--- src/source/ahbBusPkg.sv ---
// AHB bus shared definitions

package ahbBusPkg;

    // Data bus width
    parameter int dataWidth = 32;

    // HSIZE codes used here
    parameter logic [2:0] sizeByte = 3'd0;
    parameter logic [2:0] sizeHalf = 3'd1;
    parameter logic [2:0] sizeWord = 3'd2;

    // Address multiplexer select codes
    parameter logic [1:0] selT = 2'd0;
    parameter logic [1:0] selM = 2'd1;
    parameter logic [1:0] selF = 2'd2;

    // One master's address phase
    // T and F drive write low and size word
    typedef struct packed {
        logic        request;
        logic        write;
        logic [2:0]  size;
        logic [31:0] addr;
    } masterReq;

endpackage

--- src/source/ahbArbiterController.sv ---
// Three-master AHB arbiter control

`timescale 1ns/1ps

module ahbArbiterController (
    input  logic       clk,
    input  logic       reset,
    input  logic       hready,
    input  logic       requestT,
    input  logic       requestM,
    input  logic       requestF,
    input  logic       writeM,
    input  logic [2:0] sizeM,
    output logic       grantT,
    output logic       grantM,
    output logic       grantF,
    output logic       readyT,
    output logic       readyM,
    output logic       readyF,
    output logic       busRequest,
    output logic       hwrite,
    output logic [1:0] addrSel,
    output logic [2:0] hsize
);

    // Single, or the later members of a fixed sequence
    // Priority is T over M over F
    typedef enum logic [2:0] {
        stSingle,
        stTmfM,
        stTmfF,
        stMf,
        stTm,
        stTf
    } arbState;

    arbState state, nextState;

    // Address-phase selection
    logic selectT, selectM, selectF;
    // Data-phase owner
    logic prevT, prevM, prevF;

    assign busRequest = requestT | requestM | requestF;

    always_ff @(posedge clk or posedge reset) begin
        if (reset) begin
            state <= stSingle;
        end else if (hready) begin
            state <= nextState;
        end
    end

    // First member goes out from single, the rest follow one per phase
    always_comb begin
        nextState = stSingle;
        case (state)
            stSingle: begin
                if (requestT && requestM && requestF) begin
                    nextState = stTmfM;
                end else if (requestT && requestM) begin
                    nextState = stTm;
                end else if (requestT && requestF) begin
                    nextState = stTf;
                end else if (requestM && requestF) begin
                    nextState = stMf;
                end
            end
            stTmfM:  nextState = stTmfF;
            default: nextState = stSingle;
        endcase
    end

    // Highest requester in single, fixed member otherwise
    assign selectT = (state == stSingle) & requestT;
    assign selectM = ((state == stSingle) & ~requestT & requestM) |
                     (state == stTmfM) | (state == stTm);
    assign selectF = ((state == stSingle) & ~requestT & ~requestM & requestF) |
                     (state == stTmfF) | (state == stMf) | (state == stTf);

    // Grant tells the master its address is on the bus
    assign grantT = selectT;
    assign grantM = selectM;
    assign grantF = selectF;

    always_comb begin
        case ({selectT, selectM, selectF})
            3'b010:  addrSel = ahbBusPkg::selM;
            3'b001:  addrSel = ahbBusPkg::selF;
            default: addrSel = ahbBusPkg::selT;
        endcase
    end

    // Only M writes or uses a narrow size
    assign hwrite = writeM & selectM;
    assign hsize  = selectM ? sizeM : ahbBusPkg::sizeWord;

    // Remember who owned the accepted address phase
    always_ff @(posedge clk or posedge reset) begin
        if (reset) begin
            {prevT, prevM, prevF} <= 3'b000;
        end else if (hready) begin
            {prevT, prevM, prevF} <= {selectT, selectM, selectF};
        end
    end

    // Data phase ends for its owner when the slave is ready
    assign readyT = prevT & hready;
    assign readyM = prevM & hready;
    assign readyF = prevF & hready;

endmodule

--- src/source/ahbArbiter.sv ---
// AHB-Lite three-way arbiter

`timescale 1ns/1ps

module ahbArbiter (
    input  logic                               clk,
    input  logic                               reset,
    input  ahbBusPkg::masterReq                reqT,
    input  ahbBusPkg::masterReq                reqM,
    input  ahbBusPkg::masterReq                reqF,
    input  logic [ahbBusPkg::dataWidth-1:0]    hwDataM,
    input  logic                               hready,
    output logic                               grantT,
    output logic                               grantM,
    output logic                               grantF,
    output logic                               readyT,
    output logic                               readyM,
    output logic                               readyF,
    output logic [31:0]                        haddr,
    output logic                               htrans,
    output logic                               hwrite,
    output logic [2:0]                         hsize,
    output logic [ahbBusPkg::dataWidth-1:0]    hwData
);

    logic [1:0] addrSel;
    logic       busRequest;

    ahbArbiterController controller (
        .clk        (clk),
        .reset      (reset),
        .hready     (hready),
        .requestT   (reqT.request),
        .requestM   (reqM.request),
        .requestF   (reqF.request),
        .writeM     (reqM.write),
        .sizeM      (reqM.size),
        .grantT     (grantT),
        .grantM     (grantM),
        .grantF     (grantF),
        .readyT     (readyT),
        .readyM     (readyM),
        .readyF     (readyF),
        .busRequest (busRequest),
        .hwrite     (hwrite),
        .addrSel    (addrSel),
        .hsize      (hsize)
    );

    // Address multiplexer
    always_comb begin
        case (addrSel)
            ahbBusPkg::selM: haddr = reqM.addr;
            ahbBusPkg::selF: haddr = reqF.addr;
            default:         haddr = reqT.addr;
        endcase
    end

    // Nonsequential whenever anyone asks, idle otherwise
    assign htrans = busRequest;

    // M is the only writer
    assign hwData = hwDataM;

endmodule

--- config.mk ---
export PLATFORM = sky130hd
export DESIGN_NAME = ahbArbiter
export DESIGN_NICKNAME = d
export VERILOG_FILES = /design/src/source/ahbBusPkg.sv /design/src/source/ahbArbiterController.sv /design/src/source/ahbArbiter.sv
export SDC_FILE = /design/constraint.sdc
export NUM_CORES = 1
export LEC_CHECK = 0
export BUFFER_PORTS_ARGS = -buffer_cell sky130_fd_sc_hd__buf_2
export CAP_MARGIN = 20
export CORE_AREA = 4 4 84 86
export CTS_BUF_LIST = sky130_fd_sc_hd__clkbuf_16
export DETAILED_ROUTE_END_ITERATION = 16
export DIE_AREA = 0 0 88 90
export GPL_TIMING_DRIVEN = 1
export REMOVE_ABC_BUFFERS = 1
export SETUP_SLACK_MARGIN = 0.02
export SLEW_MARGIN = 20
export SYNTH_ARGS = -nofsm -noshare
export SYNTH_HDL_FRONTEND = slang
export SYNTH_HIERARCHICAL = 1
export SYNTH_SLANG_ARGS = --single-unit
--- constraint.sdc ---
create_clock -name clk -period 3.7 [get_ports clk]
set_input_delay 0.74 -clock clk [delete_from_list [all_inputs] [get_ports clk]]
set_output_delay 0.74 -clock clk [all_outputs]
set_load 0.1 [all_outputs]
**Word-level counts from Yosys, hierarchy flattened**

Index checks and enable logic that the tools add are counted.

- Eq/ne operators: 9
- Mux-type cells: 8
- Bitwise operators: 18
- Reductions and logical operators: 5

Operator list:

| operator | number |
|---|---|
| $pmux W32 S2 | 1 |
| $mux W3 | 4 |
| $and A1 B1 Y1 | 9 |
| $eq A3 B2 Y1 const B | 3 |
| $or A1 B1 Y1 | 7 |
| $eq A3 B1 Y1 const B | 2 |
| $eq A3 B3 Y1 const B | 2 |
| $pmux W3 S2 | 1 |
| $logic_and A1 B1 Y1 | 4 |
| $pmux W2 S2 | 1 |
| $logic_not A3 Y1 | 1 |
| $eq A2 B1 Y1 const B | 1 |
| $eq A2 B2 Y1 const B | 1 |
| $mux W2 | 1 |
| $not A1 Y1 | 2 |

- Register bits after elaboration: 6
- Bits of input ports: 146
- Output and inout port bits: 75
- Word-level logic and storage cells: 44

**Depth between registers and ports, before layout**

Gate-level depths: netlist (run 1).

- Depth after elaboration: 11
- Depth in mapped cells: 9
- Depth with buffers taken out: 6

**Modules after synthesis**

Netlist (run 1), hierarchy kept.

Modules (own cells, without submodules):

| module | times used | cells an instance | area an instance (µm²) | sequential area each (µm²) |
|---|---|---|---|---|
| ahbArbiter | 1 | 145 | 877.1 | 0.0 |
| ahbArbiterController | 1 | 41 | 406.6 | 150.1 |

**Least setup slack after synthesis (run 1)**

No wires, ideal clock.

- Path type: in2out
- Start: input reqM[36] (netlist name)
- End: output haddr[29]
- Arrival time: 4.028 ns
- Required time: 2.960 ns
- Slack: -1.068 ns
- Cell stages on the path: 5
- Buffers on the path: 1
- Path through: or4b_4 a22oi_1 ha_1 buf_2 o21ai_0

- Longest elaborated chain between the ends: 10
- Elaborated cells between the ends (all ways): 15
- Classes of those cells: eq/ne: 4; mux: 2; bitwise: 9

RTL lines:

| what | line | RTL |
|---|---|---|
| start, declared | ahbArbiter.sv:9 | `input ahbBusPkg::masterReq reqM,` |
| $not A1 Y1 | ahbArbiterController.sv:78 | `assign selectF = ((state == stSingle) & ~requestT & ~requestM & requestF) \|` |
| $and A1 B1 Y1 (2 in series) | ahbArbiterController.sv:78 |  |
| $or A1 B1 Y1 | ahbArbiterController.sv:78 |  |
| $or A1 B1 Y1 (2 in series) | ahbArbiterController.sv:79 | `(state == stTmfF) \| (state == stMf) \| (state == stTf);` |
| $eq A3 B1 Y1 or $eq A3 B2 Y1 (tied branches) | ahbArbiterController.sv:87 | `case ({selectT, selectM, selectF})` |
| $pmux W2 S2 * | ahbArbiterController.sv:87 |  |
| via addrSel[1] | ahbArbiter.sv:26 | `logic [1:0] addrSel;` |
| $eq A2 B2 Y1 or $eq A2 B1 Y1 (tied branches) | ahbArbiter.sv:52 | `case (addrSel)` |
| $pmux W32 S2 * | ahbArbiter.sv:52 |  |
| end, declared | ahbArbiter.sv:19 | `output logic [31:0] haddr,` |

The timed path passes the listed nets; every way through them passes the cells marked *.

**Final worst setup path (run 1)**

Ends and elaborated chain as after synthesis.

==> flow_summary.ini, run 1 <==
[sta]
relSlewSlack_pct = 68.2
drv_slew = 0
setup_slack_ps = 219
post-route-min-period_ps = 3480
final_hold_viol_count = 0
setup_viol = 0
worst_pin_slew_ps = 470
fmax_ghz = 0.287
hold_ws_ps = 426
clock_skew_ps = 1.06
finalCritPeriodShare_pct = 94.1
tns_ps = 0
rsz0062_at_grt = false

[drt]
via_count = 1740
drt_pre_antenna_iters = 4
drc = 0
wl_per_cell_um = 16.2
routed_wl_mm = 6.02
via_per_inst = 4.69
ant_nets = 0
drt_iter0_markers = 41

[synth]
yosys.area_share.simple_pct = 17.0
syn-cell-area_um2 = 1280
syn_area_per_cell_um2 = 6.90
seq_area_frac_synth_pct = 11.7
synthMuxAreaShare_pct = 3.41
synth_xor_area_share_pct = 0.682
synthCells = 186
ys_seq_elements = 6
ys_warn_count = 6
synth_cell_types = 28
synth_fa_ha_area_share_pct = 1.95
synth_top_family_by_area = compound AO/OA/AOI/OAI gates
synth_compound_area_share_pct = 37.1

[global_route]
grt_pass1_wl_mm = 8.14
grt.met1_usage_pct = 15.2
antenna_found_initial = 4
grt_pass1_vias = 1614
grt_use_total_pct = 13.4
grt_overflow = 0
grt_util_met3_pct = 10.5
grt_max_degree = 35
use_met2_pct = 19.2
grt_busiest_layer = met2

[power]
power.total_mw = 3.03
p_leak_nw = 1.18
vdd_drop_max_v = 0.000676
p_per_area_nw_per_um2 = 1260

[floorplanning]
core_um2 = 6280
die_w_um = 88
io_pins = 221
rows = 29
start_util_pct = 20.5
die_area_um2 = 7920
fp.dieH_um = 90

[setup_path]
critPathCaptureType = output port
critPathKind = primary input to output port
cp.required_ps = 2960
crit_path_start_kind = primary input
cp.arrival_ps = 2740
crit_fanout = 30

[placement]
hpwl_mm = 5.09
placed_area_um2 = 2330
place.gp.congestion = 0.746
place_ws_ps = 220
port_buffers = 148

[cts]
cts_tree = yes
post_cts_buffers = 0
clkTransAtPathRegs_ps = 30
clockBufferDepth = 2
root_buffer = clkbuf_16
h-tree-depth = 1
worstSkewPairLatency_ps = 230
holdBufCountCts = 0
cts.sinks = 6
cts_resized = 0
cts_made_buffers = 3

[job]
max_cap_violations = 0

[final_layout]
post_route_cells_drive_above_1_share_pct = 54.6
layout_commonest_cell = buf_2
final_area_um2 = 2410
layout_common_cells = 116 x buf_2, 35 x buf_12, 33 x a22oi_1, 33 x nand2_1, 30 x o21ai_1
area_delta_synth_final_pct = 87.4
fin_nets = 443

[hold_path]
hold_class = primary input to asynchronous set/reset pin

[run_status]
status = finished clean
[worst max-delay path, stage by stage]
cell and delay, ps:
buf_2 130, or4b_4 540, a22oi_1 250, ha_2 360, buf_12 170, o21ai_0 310, buf_12 220
[final cells by class]
class | count | area, µm²
tap | 77 | 96.3
sequential | 6 | 150
clock buffer | 3 | 75.1
fill | 628 | 3870
timing repair buffer | 152 | 1290
multi-input combinational | 127 | 774
inverter | 5 | 18.8
antenna | 1 | 2.50
[path summary, 6_finish.rpt]
| check | from | to | slack [ps] | cells past startpoint |
|---|---|---|---|---|
| min in group clk | controller/prevF | controller/prevF | 490 | 1 |
| setup / recovery | reqM[36] | haddr[29] | 220 | 7 |
| setup reg to reg | controller/state[0] | controller/prevF | 2230 | 3 |
| hold reg to reg | controller/prevF | controller/prevF | 490 | 1 |
| hold / removal | reset | controller/state[2] | 430 | 2 |
| max in group asynchronous | reset | controller/state[0] | 3070 | 2 |
[Yosys cell counts, drive strengths merged]
cell type | n | area (µm²)
buf | 46 | 335
a22oi | 34 | 269
nand2 | 33 | 124
o21ai | 33 | 165
and2 | 6 | 37.5
dfrtp | 6 | 150
inv | 5 | 18.8
mux2 | 3 | 33.8
a21oi | 2 | 10.0
clkbuf | 2 | 7.51
ha | 2 | 25.0
nand2b | 2 | 12.5
o31a | 2 | 17.5
mux2i | 1 | 10.0
nand3 | 1 | 5.00
nor2 | 1 | 3.75
nor2b | 1 | 6.26
nor4b | 1 | 8.76
o2111ai | 1 | 8.76
o22ai | 1 | 6.26
or3 | 1 | 6.26
or4b | 1 | 13.8
xor2 | 1 | 8.76
[metrics by stage]
step	utilization [%]	cells
final	38.3	371
after global routing	38.3	371
after CTS	38.3	370
after detailed placement	37.1	367
after global placement	37.1	367
after floorplan	-	138
[registers in the layout, indices dropped and copies added (netlist names)]
| signal | cells |
|---|---|
| controller/prevF | 1 |
| controller/state | 3 |
| controller/prevM | 1 |
| controller/prevT | 1 |
[routing by layer]
layer / part of all wire [%] / up-vias / wire [µm]
li1: - / 847 / -
met1: 38 / 740 / 2300
met2: 41 / 134 / 2450
met3: 19 / 11 / 1150
met4: 0.70 / 8 / 42
met5: 1.4 / - / 85
[kinds of logic (layout without fill, tap and decap cells)]
kind of cell | Yosys count | count (layout)
compound gates | 73 | 73
other cells | 0 | 1
fa+ha+maj | 2 | 2
flops | 6 | 6
simple gates | 47 | 47
buf+inv | 53 | 160
mux | 4 | 4
xor+xnor | 1 | 1
[power by group]
part,switching [mW],internal (mW),total [mW]
Combinational,1.88,0.881,2.76
Clock,0.0366,0.139,0.175
Sequential,0.0144,0.0809,0.0953
(Power assumes the default switching activity.)
==> run 2, diff against run 1 <==
--- a/config.mk
+++ b/config.mk
@@ -5,6 +5,7 @@
 export SDC_FILE = /design/constraint.sdc
 export NUM_CORES = 1
 export LEC_CHECK = 0
+export ABC_AREA = 1
 export BUFFER_PORTS_ARGS = -buffer_cell sky130_fd_sc_hd__buf_2
 export CAP_MARGIN = 20
 export CORE_AREA = 4 4 84 86
@@ -12,8 +13,10 @@
 export DETAILED_ROUTE_END_ITERATION = 16
 export DIE_AREA = 0 0 88 90
 export GPL_TIMING_DRIVEN = 1
+export PLACE_DENSITY = 0.68
 export REMOVE_ABC_BUFFERS = 1
 export SETUP_SLACK_MARGIN = 0.02
+export SKIP_LAST_GASP = 1
 export SLEW_MARGIN = 20
 export SYNTH_ARGS = -nofsm -noshare
 export SYNTH_HDL_FRONTEND = slang
==> run 2 against run 1 <==
Against the previous run:
- utilization down 1.2 points
- sequential cell count unchanged
- clock skew up 0.53 ps
- critical path type unchanged
- largest power group unchanged
- hold slack better by 1.3 ps
- cell area down 3.0%
- die area unchanged
- first-iteration DRC count up 37%
- maximum frequency up 5.7%
- highest routed layer unchanged
- sequential power down 1%
- clock power up 2%
- register-to-register slack better by 370 ps
==> flow_summary.ini, run 2 <==
[synth]
yosys.area_share.simple_pct = 59.4
synthCells = 308
syn_area_per_cell_um2 = 5.12
synth_area_leaders = nand2_1 53%, buf_4 16%, dfrtp_1 9.5%
synth_compound_area_share_pct = 2.22
ys_top_cells_by_count = 222 x nand2_1, 33 x buf_4, 13 x inv_1
synth_flop_cell = dfrtp_1
ys_warn_count = 6
syn-cell-area_um2 = 1580
ys_seq_elements = 6
synth_largest_area_cell = nand2_1
synth_edf_count = 0
yosysTopAreaCellShare_pct = 52.8
synth_xor_area_share_pct = 0.555
synth_fa_ha_area_share_pct = 1.59
synth.most_common_cell = nand2_1
synth_top_family_by_area = simple AND/OR/NAND/NOR gates
synth_async_sr_flop_share_pct = 100
synthMuxAreaShare_pct = 0
synth_cell_types = 19
seq_area_frac_synth_pct = 9.52

[drt]
drt_iter0_markers = 56
drt_pre_antenna_iters = 4
wl_per_cell_um = 14.0
via_count = 2160
via_per_inst = 4.33
routed_wl_mm = 7.00
ant_nets = 0
drc = 0

[cts]
cts.sinks = 6
cts_resized = 0
post_cts_buffers = 0
clockBufferDepth = 2
cts_made_buffers = 3
clkTransAtPathRegs_ps = 30
worstSkewPairLatency_ps = 230
root_buffer = clkbuf_16
cts_tree = yes
holdBufCountCts = 0
h-tree-depth = 1

[global_route]
grt_use_total_pct = 16.3
grt_overflow = 0
grt_max_degree = 19
antenna_found_initial = 2
grt_pass1_vias = 2035
grt_pass1_wl_mm = 10.0

[setup_path]
cp_top_family = buffers and inverters
crit_fanout = 18
slowest_delay_ps = 420
crit_path_start_kind = primary input
path_cells = buf_2 > nor2_1 > nand2_1 > nand2_1 > and3_1 > ha_1 > inv_2 > buf_4 > nand2_1 > nand2_1 > buf_2
critPathSlowestCell = buf_2
cp.arrival_ps = 2550
critPathCaptureType = output port
cp_common_cell = nand2_1
cp.required_ps = 2960
worst-path-buf-inv = 4
critPathKind = primary input to output port

[placement]
port_buffers = 148
place.gp.congestion = 0.792
place_ws_ps = 393
hpwl_mm = 5.87
placed_area_um2 = 2260
dpl.cell_count = 495

[final_layout]
post_route_cells_drive_above_1_share_pct = 39.9
layout_common_cells = 222 x nand2_1, 138 x buf_2, 13 x inv_1
final_area_um2 = 2330
largest_reg_flops = 3
fill_cells = 709
layout_commonest_cell = nand2_1
seqCellArea_um2 = 150
fin_cells = 499
fin_nets = 571
multiInputGateArea_um2 = 1010
area_delta_synth_final_pct = 47.9
regMostFlops = controller/state
post-route-util_pct = 37.2

[sta]
drv_slew = 0
clock_skew_ps = 1.59
relSlewSlack_pct = 67.2
finalCritPeriodShare_pct = 89.0
post-route-min-period_ps = 3290
worst_pin_slew_ps = 496
fmax_ghz = 0.304
final_hold_viol_count = 0
setup_slack_ps = 408
rsz0062_at_grt = false
setup_viol = 0

[floorplanning]
die_w_um = 88
fp.dieH_um = 90
io_pins = 221
rows = 29
start_util_pct = 25.1
die_area_um2 = 7920
core_um2 = 6280

[run_status]
status = finished clean

[hold_path]
hold_class = primary input to asynchronous set/reset pin

[power]
vdd_drop_max_v = 0.000691
p_per_area_nw_per_um2 = 1260
p_leak_nw = 1.57

[job]
max_cap_violations = 0
-- run 2: cell types whose count changed in the layout (fill, tap and decap cells not counted), sizes merged, moves of 4 or more --
cell and change:
o21ai -33, a22oi -34, and2 -6, buf +4, nor2 +4, nand2 +192, inv +9
-- run 2: stage by stage --
step	total power, mW	hold WS (ps)	TNS [ps]
5_1_grt	3.08	455	0
2_1_floorplan	2.10	449	-737
3_5_place_dp	2.78	472	0
6_report	2.93	427	0
4_1_cts	2.96	433	0
3_3_place_gp	2.76	467	0
-- run 2: metal layers --
layer | GRT usage (%) | wire length, µm
met4 | 3.07 | 74
met2 | 23.4 | 2690
met5 | 6.29 | 49
met3 | 13.1 | 1400
met1 | 18.5 | 2790
-- run 2: logic make-up after synthesis --
group | count (synthesis)
AO/OA/AOI/OAI | 4
buffers and inverters | 60
adder cells (fa/ha/maj) | 2
AND/OR/NAND/NOR | 235
flip-flops | 6
XOR/XNOR | 1
-- run 2: path summary, 6_finish.rpt --
kind | to | slack [ps] | start | cells after the start
setup / recovery | haddr[24] | 410 | reqM[36] | 11
min in group clk | controller/prevT | 480 | controller/prevT | 2
hold / removal | controller/state[0] | 430 | reset | 2
max in group asynchronous | controller/prevM | 3070 | reset | 2
setup reg to reg | controller/prevM | 2600 | controller/state[2] | 6
hold reg to reg | controller/prevT | 480 | controller/prevT | 2
-- run 2: where the power goes --
group          total [mW]  internal, mW  switching (mW)
combinational        2.66         0.566            2.09
sequential         0.0942        0.0801          0.0140
clock               0.179         0.139          0.0400
-- run 2: area by class of cell --
class | count | share of cell area (%)
inverters | 14 | 2.25
clock buffers | 3 | 3.22
well taps | 77 | 4.13
diodes | 1 | 0.107
repair buffers | 156 | 40.8
flip-flops and latches | 6 | 6.43
multi-input cells | 242 | 43.1
==> run 3, diff against run 2 <==
--- a/config.mk
+++ b/config.mk
@@ -8,12 +8,15 @@
 export ABC_AREA = 1
 export BUFFER_PORTS_ARGS = -buffer_cell sky130_fd_sc_hd__buf_2
 export CAP_MARGIN = 20
-export CORE_AREA = 4 4 84 86
+export CELL_PAD_IN_SITES_DETAIL_PLACEMENT = 1
+export CELL_PAD_IN_SITES_GLOBAL_PLACEMENT = 1
+export CORE_ASPECT_RATIO = 1.75
+export CORE_MARGIN = 4
+export CORE_UTILIZATION = 18
 export CTS_BUF_LIST = sky130_fd_sc_hd__clkbuf_16
 export DETAILED_ROUTE_END_ITERATION = 16
-export DIE_AREA = 0 0 88 90
 export GPL_TIMING_DRIVEN = 1
-export PLACE_DENSITY = 0.68
+export PLACE_DENSITY_LB_ADDON = 0.1
 export REMOVE_ABC_BUFFERS = 1
 export SETUP_SLACK_MARGIN = 0.02
 export SKIP_LAST_GASP = 1
==> run 3 against run 2 <==
Against the previous run:
- combinational power hardly changed
- maximum frequency down 0.20%
- count of clock-buffer cells in the layout did not move
- critical path depth is 1 higher
- routed wire length up 14%
- largest cell class unchanged
==> flow_summary.ini, run 3 (synthesized netlist as in run 2, its figures left out) <==
[run_status]
status = finished clean

[cts]
h-tree-depth = 1
clkTransAtPathRegs_ps = 30
post_cts_buffers = 0
cts.sinks = 6
worstSkewPairLatency_ps = 230
clockBufferDepth = 2
cts_tree = yes
cts_resized = 0
holdBufCountCts = 0
root_buffer = clkbuf_16
cts_made_buffers = 3

[setup_path]
crit_fanout = 23
crit_path_start_kind = primary input
critPathKind = primary input to output port
worstRegToRegCells = 6
rrSetupSlack_ps = 2580
cp.arrival_ps = 2560
timing.rr.end = controller/prevM
crit_start = reqM[36]
timing.rr.start = controller/state[2]
critPathCaptureType = output port
cp.required_ps = 2960

[placement]
port_buffers = 148
hpwl_mm = 6.75
dpl.cell_count = 536
place.gp.congestion = 0.743

[final_layout]
layout_commonest_cell = nand2_1
fin_cells = 539
area_delta_synth_final_pct = 49.5
regMostFlops = controller/state
fill_cells = 1191
post_route_cells_drive_above_1_share_pct = 40.0
largest_reg_flops = 3
fin_nets = 572
layout_common_cells = 222 x nand2_1, 140 x buf_2, 13 x inv_1
insertedDiodeCount = 0

[sta]
setup_viol = 0
worst_pin_slew_ps = 510
rsz0062_at_grt = false
clock_skew_ps = 0.511
fmax_ghz = 0.303
relSlewSlack_pct = 66.3
hold_ws_ps = 430
post-route-min-period_ps = 3300
final_hold_viol_count = 0
drv_slew = 0
finalCritPeriodShare_pct = 89.1

[floorplanning]
core_um2 = 8610
die_w_um = 78.8
rows = 45
io_pins = 221
fp.dieH_um = 132
start_util_pct = 18.3
die_area_um2 = 10400

[drt]
via_per_inst = 4.06
m1WireLength_mm = 3.34
drt_iter0_markers = 28
drc = 0
via_count = 2190
wl_met2_mm = 3.41
top_layer_used = met4
routed_wl_mm = 7.96
ant_nets = 0
wl_per_cell_um = 14.8
drt_pre_antenna_iters = 4
met3_length_mm = 1.13

[hold_path]
hold_class = primary input to asynchronous set/reset pin

[global_route]
grt_max_degree = 24
grt_pass1_wl_mm = 12.2
grt_overflow = 0
grt_use_total_pct = 14.7
grt_pass1_vias = 2309
antenna_found_initial = 0

[power]
p_per_area_nw_per_um2 = 1240
vdd_drop_max_v = 0.000538
p_leak_nw = 1.57

[job]
max_cap_violations = 0
## run 3: cell types whose count changed in the layout (fill, tap and decap cells not counted)
cell     previous run  this run
buf_4               8         9
buf_12             10         8
buf_2             138       140
diode_2             1         0
## run 3: critical path: stages
cell and delay [ps]:
buf_2 120, nor2_1 200, nand2_1 80, nand2_1 90, and3_1 180, ha_1 170
buf_4 280, nand2_1 90, nand2_1 80, nand2_1 50, nand2_1 60, buf_2 420
## run 3: worst max path at each step
stage,end
after floorplan,hsize[0]
after global placement,haddr[19]
after detailed placement,haddr[4]
after CTS,haddr[16]
after global routing,haddr[19]
final,haddr[4]
## run 3: cell type report
class                      instances  area [µm²]  area share (%)
multi-input combinational        242        1010            42.7
timing repair buffer             157         928            39.4
sequential                         6         150            6.37
tap                              117         146            6.21
clock buffer                       3        75.1            3.18
inverter                          14        52.6            2.23
## run 3: report_power, final
part           internal, mW  switching (mW)
Sequential           0.0801          0.0144
Combinational         0.538            2.11
Clock                 0.139          0.0389
## run 3: layer usage
metal  vias to the layer above  global-route usage (%)
li1                       1106                       -
met1                       929                    18.5
met2                       147                    22.6
met3                         8                    7.39
met4                         0                    2.33
met5                         -                    2.50
## run 3: per-stage QoR
step                      power, mW  util, %  setup slack [ps]  TNS (ps)  instance area, µm²
final                          2.92     27.4               402         0                2360
after global placement         2.78     26.5               369         0                2280
after detailed placement       2.78     26.5               380         0                2280
after floorplan                2.10        -              -246      -737                1210
after global routing           3.08     27.4               158         0                2360
after CTS                      2.97     27.4               374         0                2360
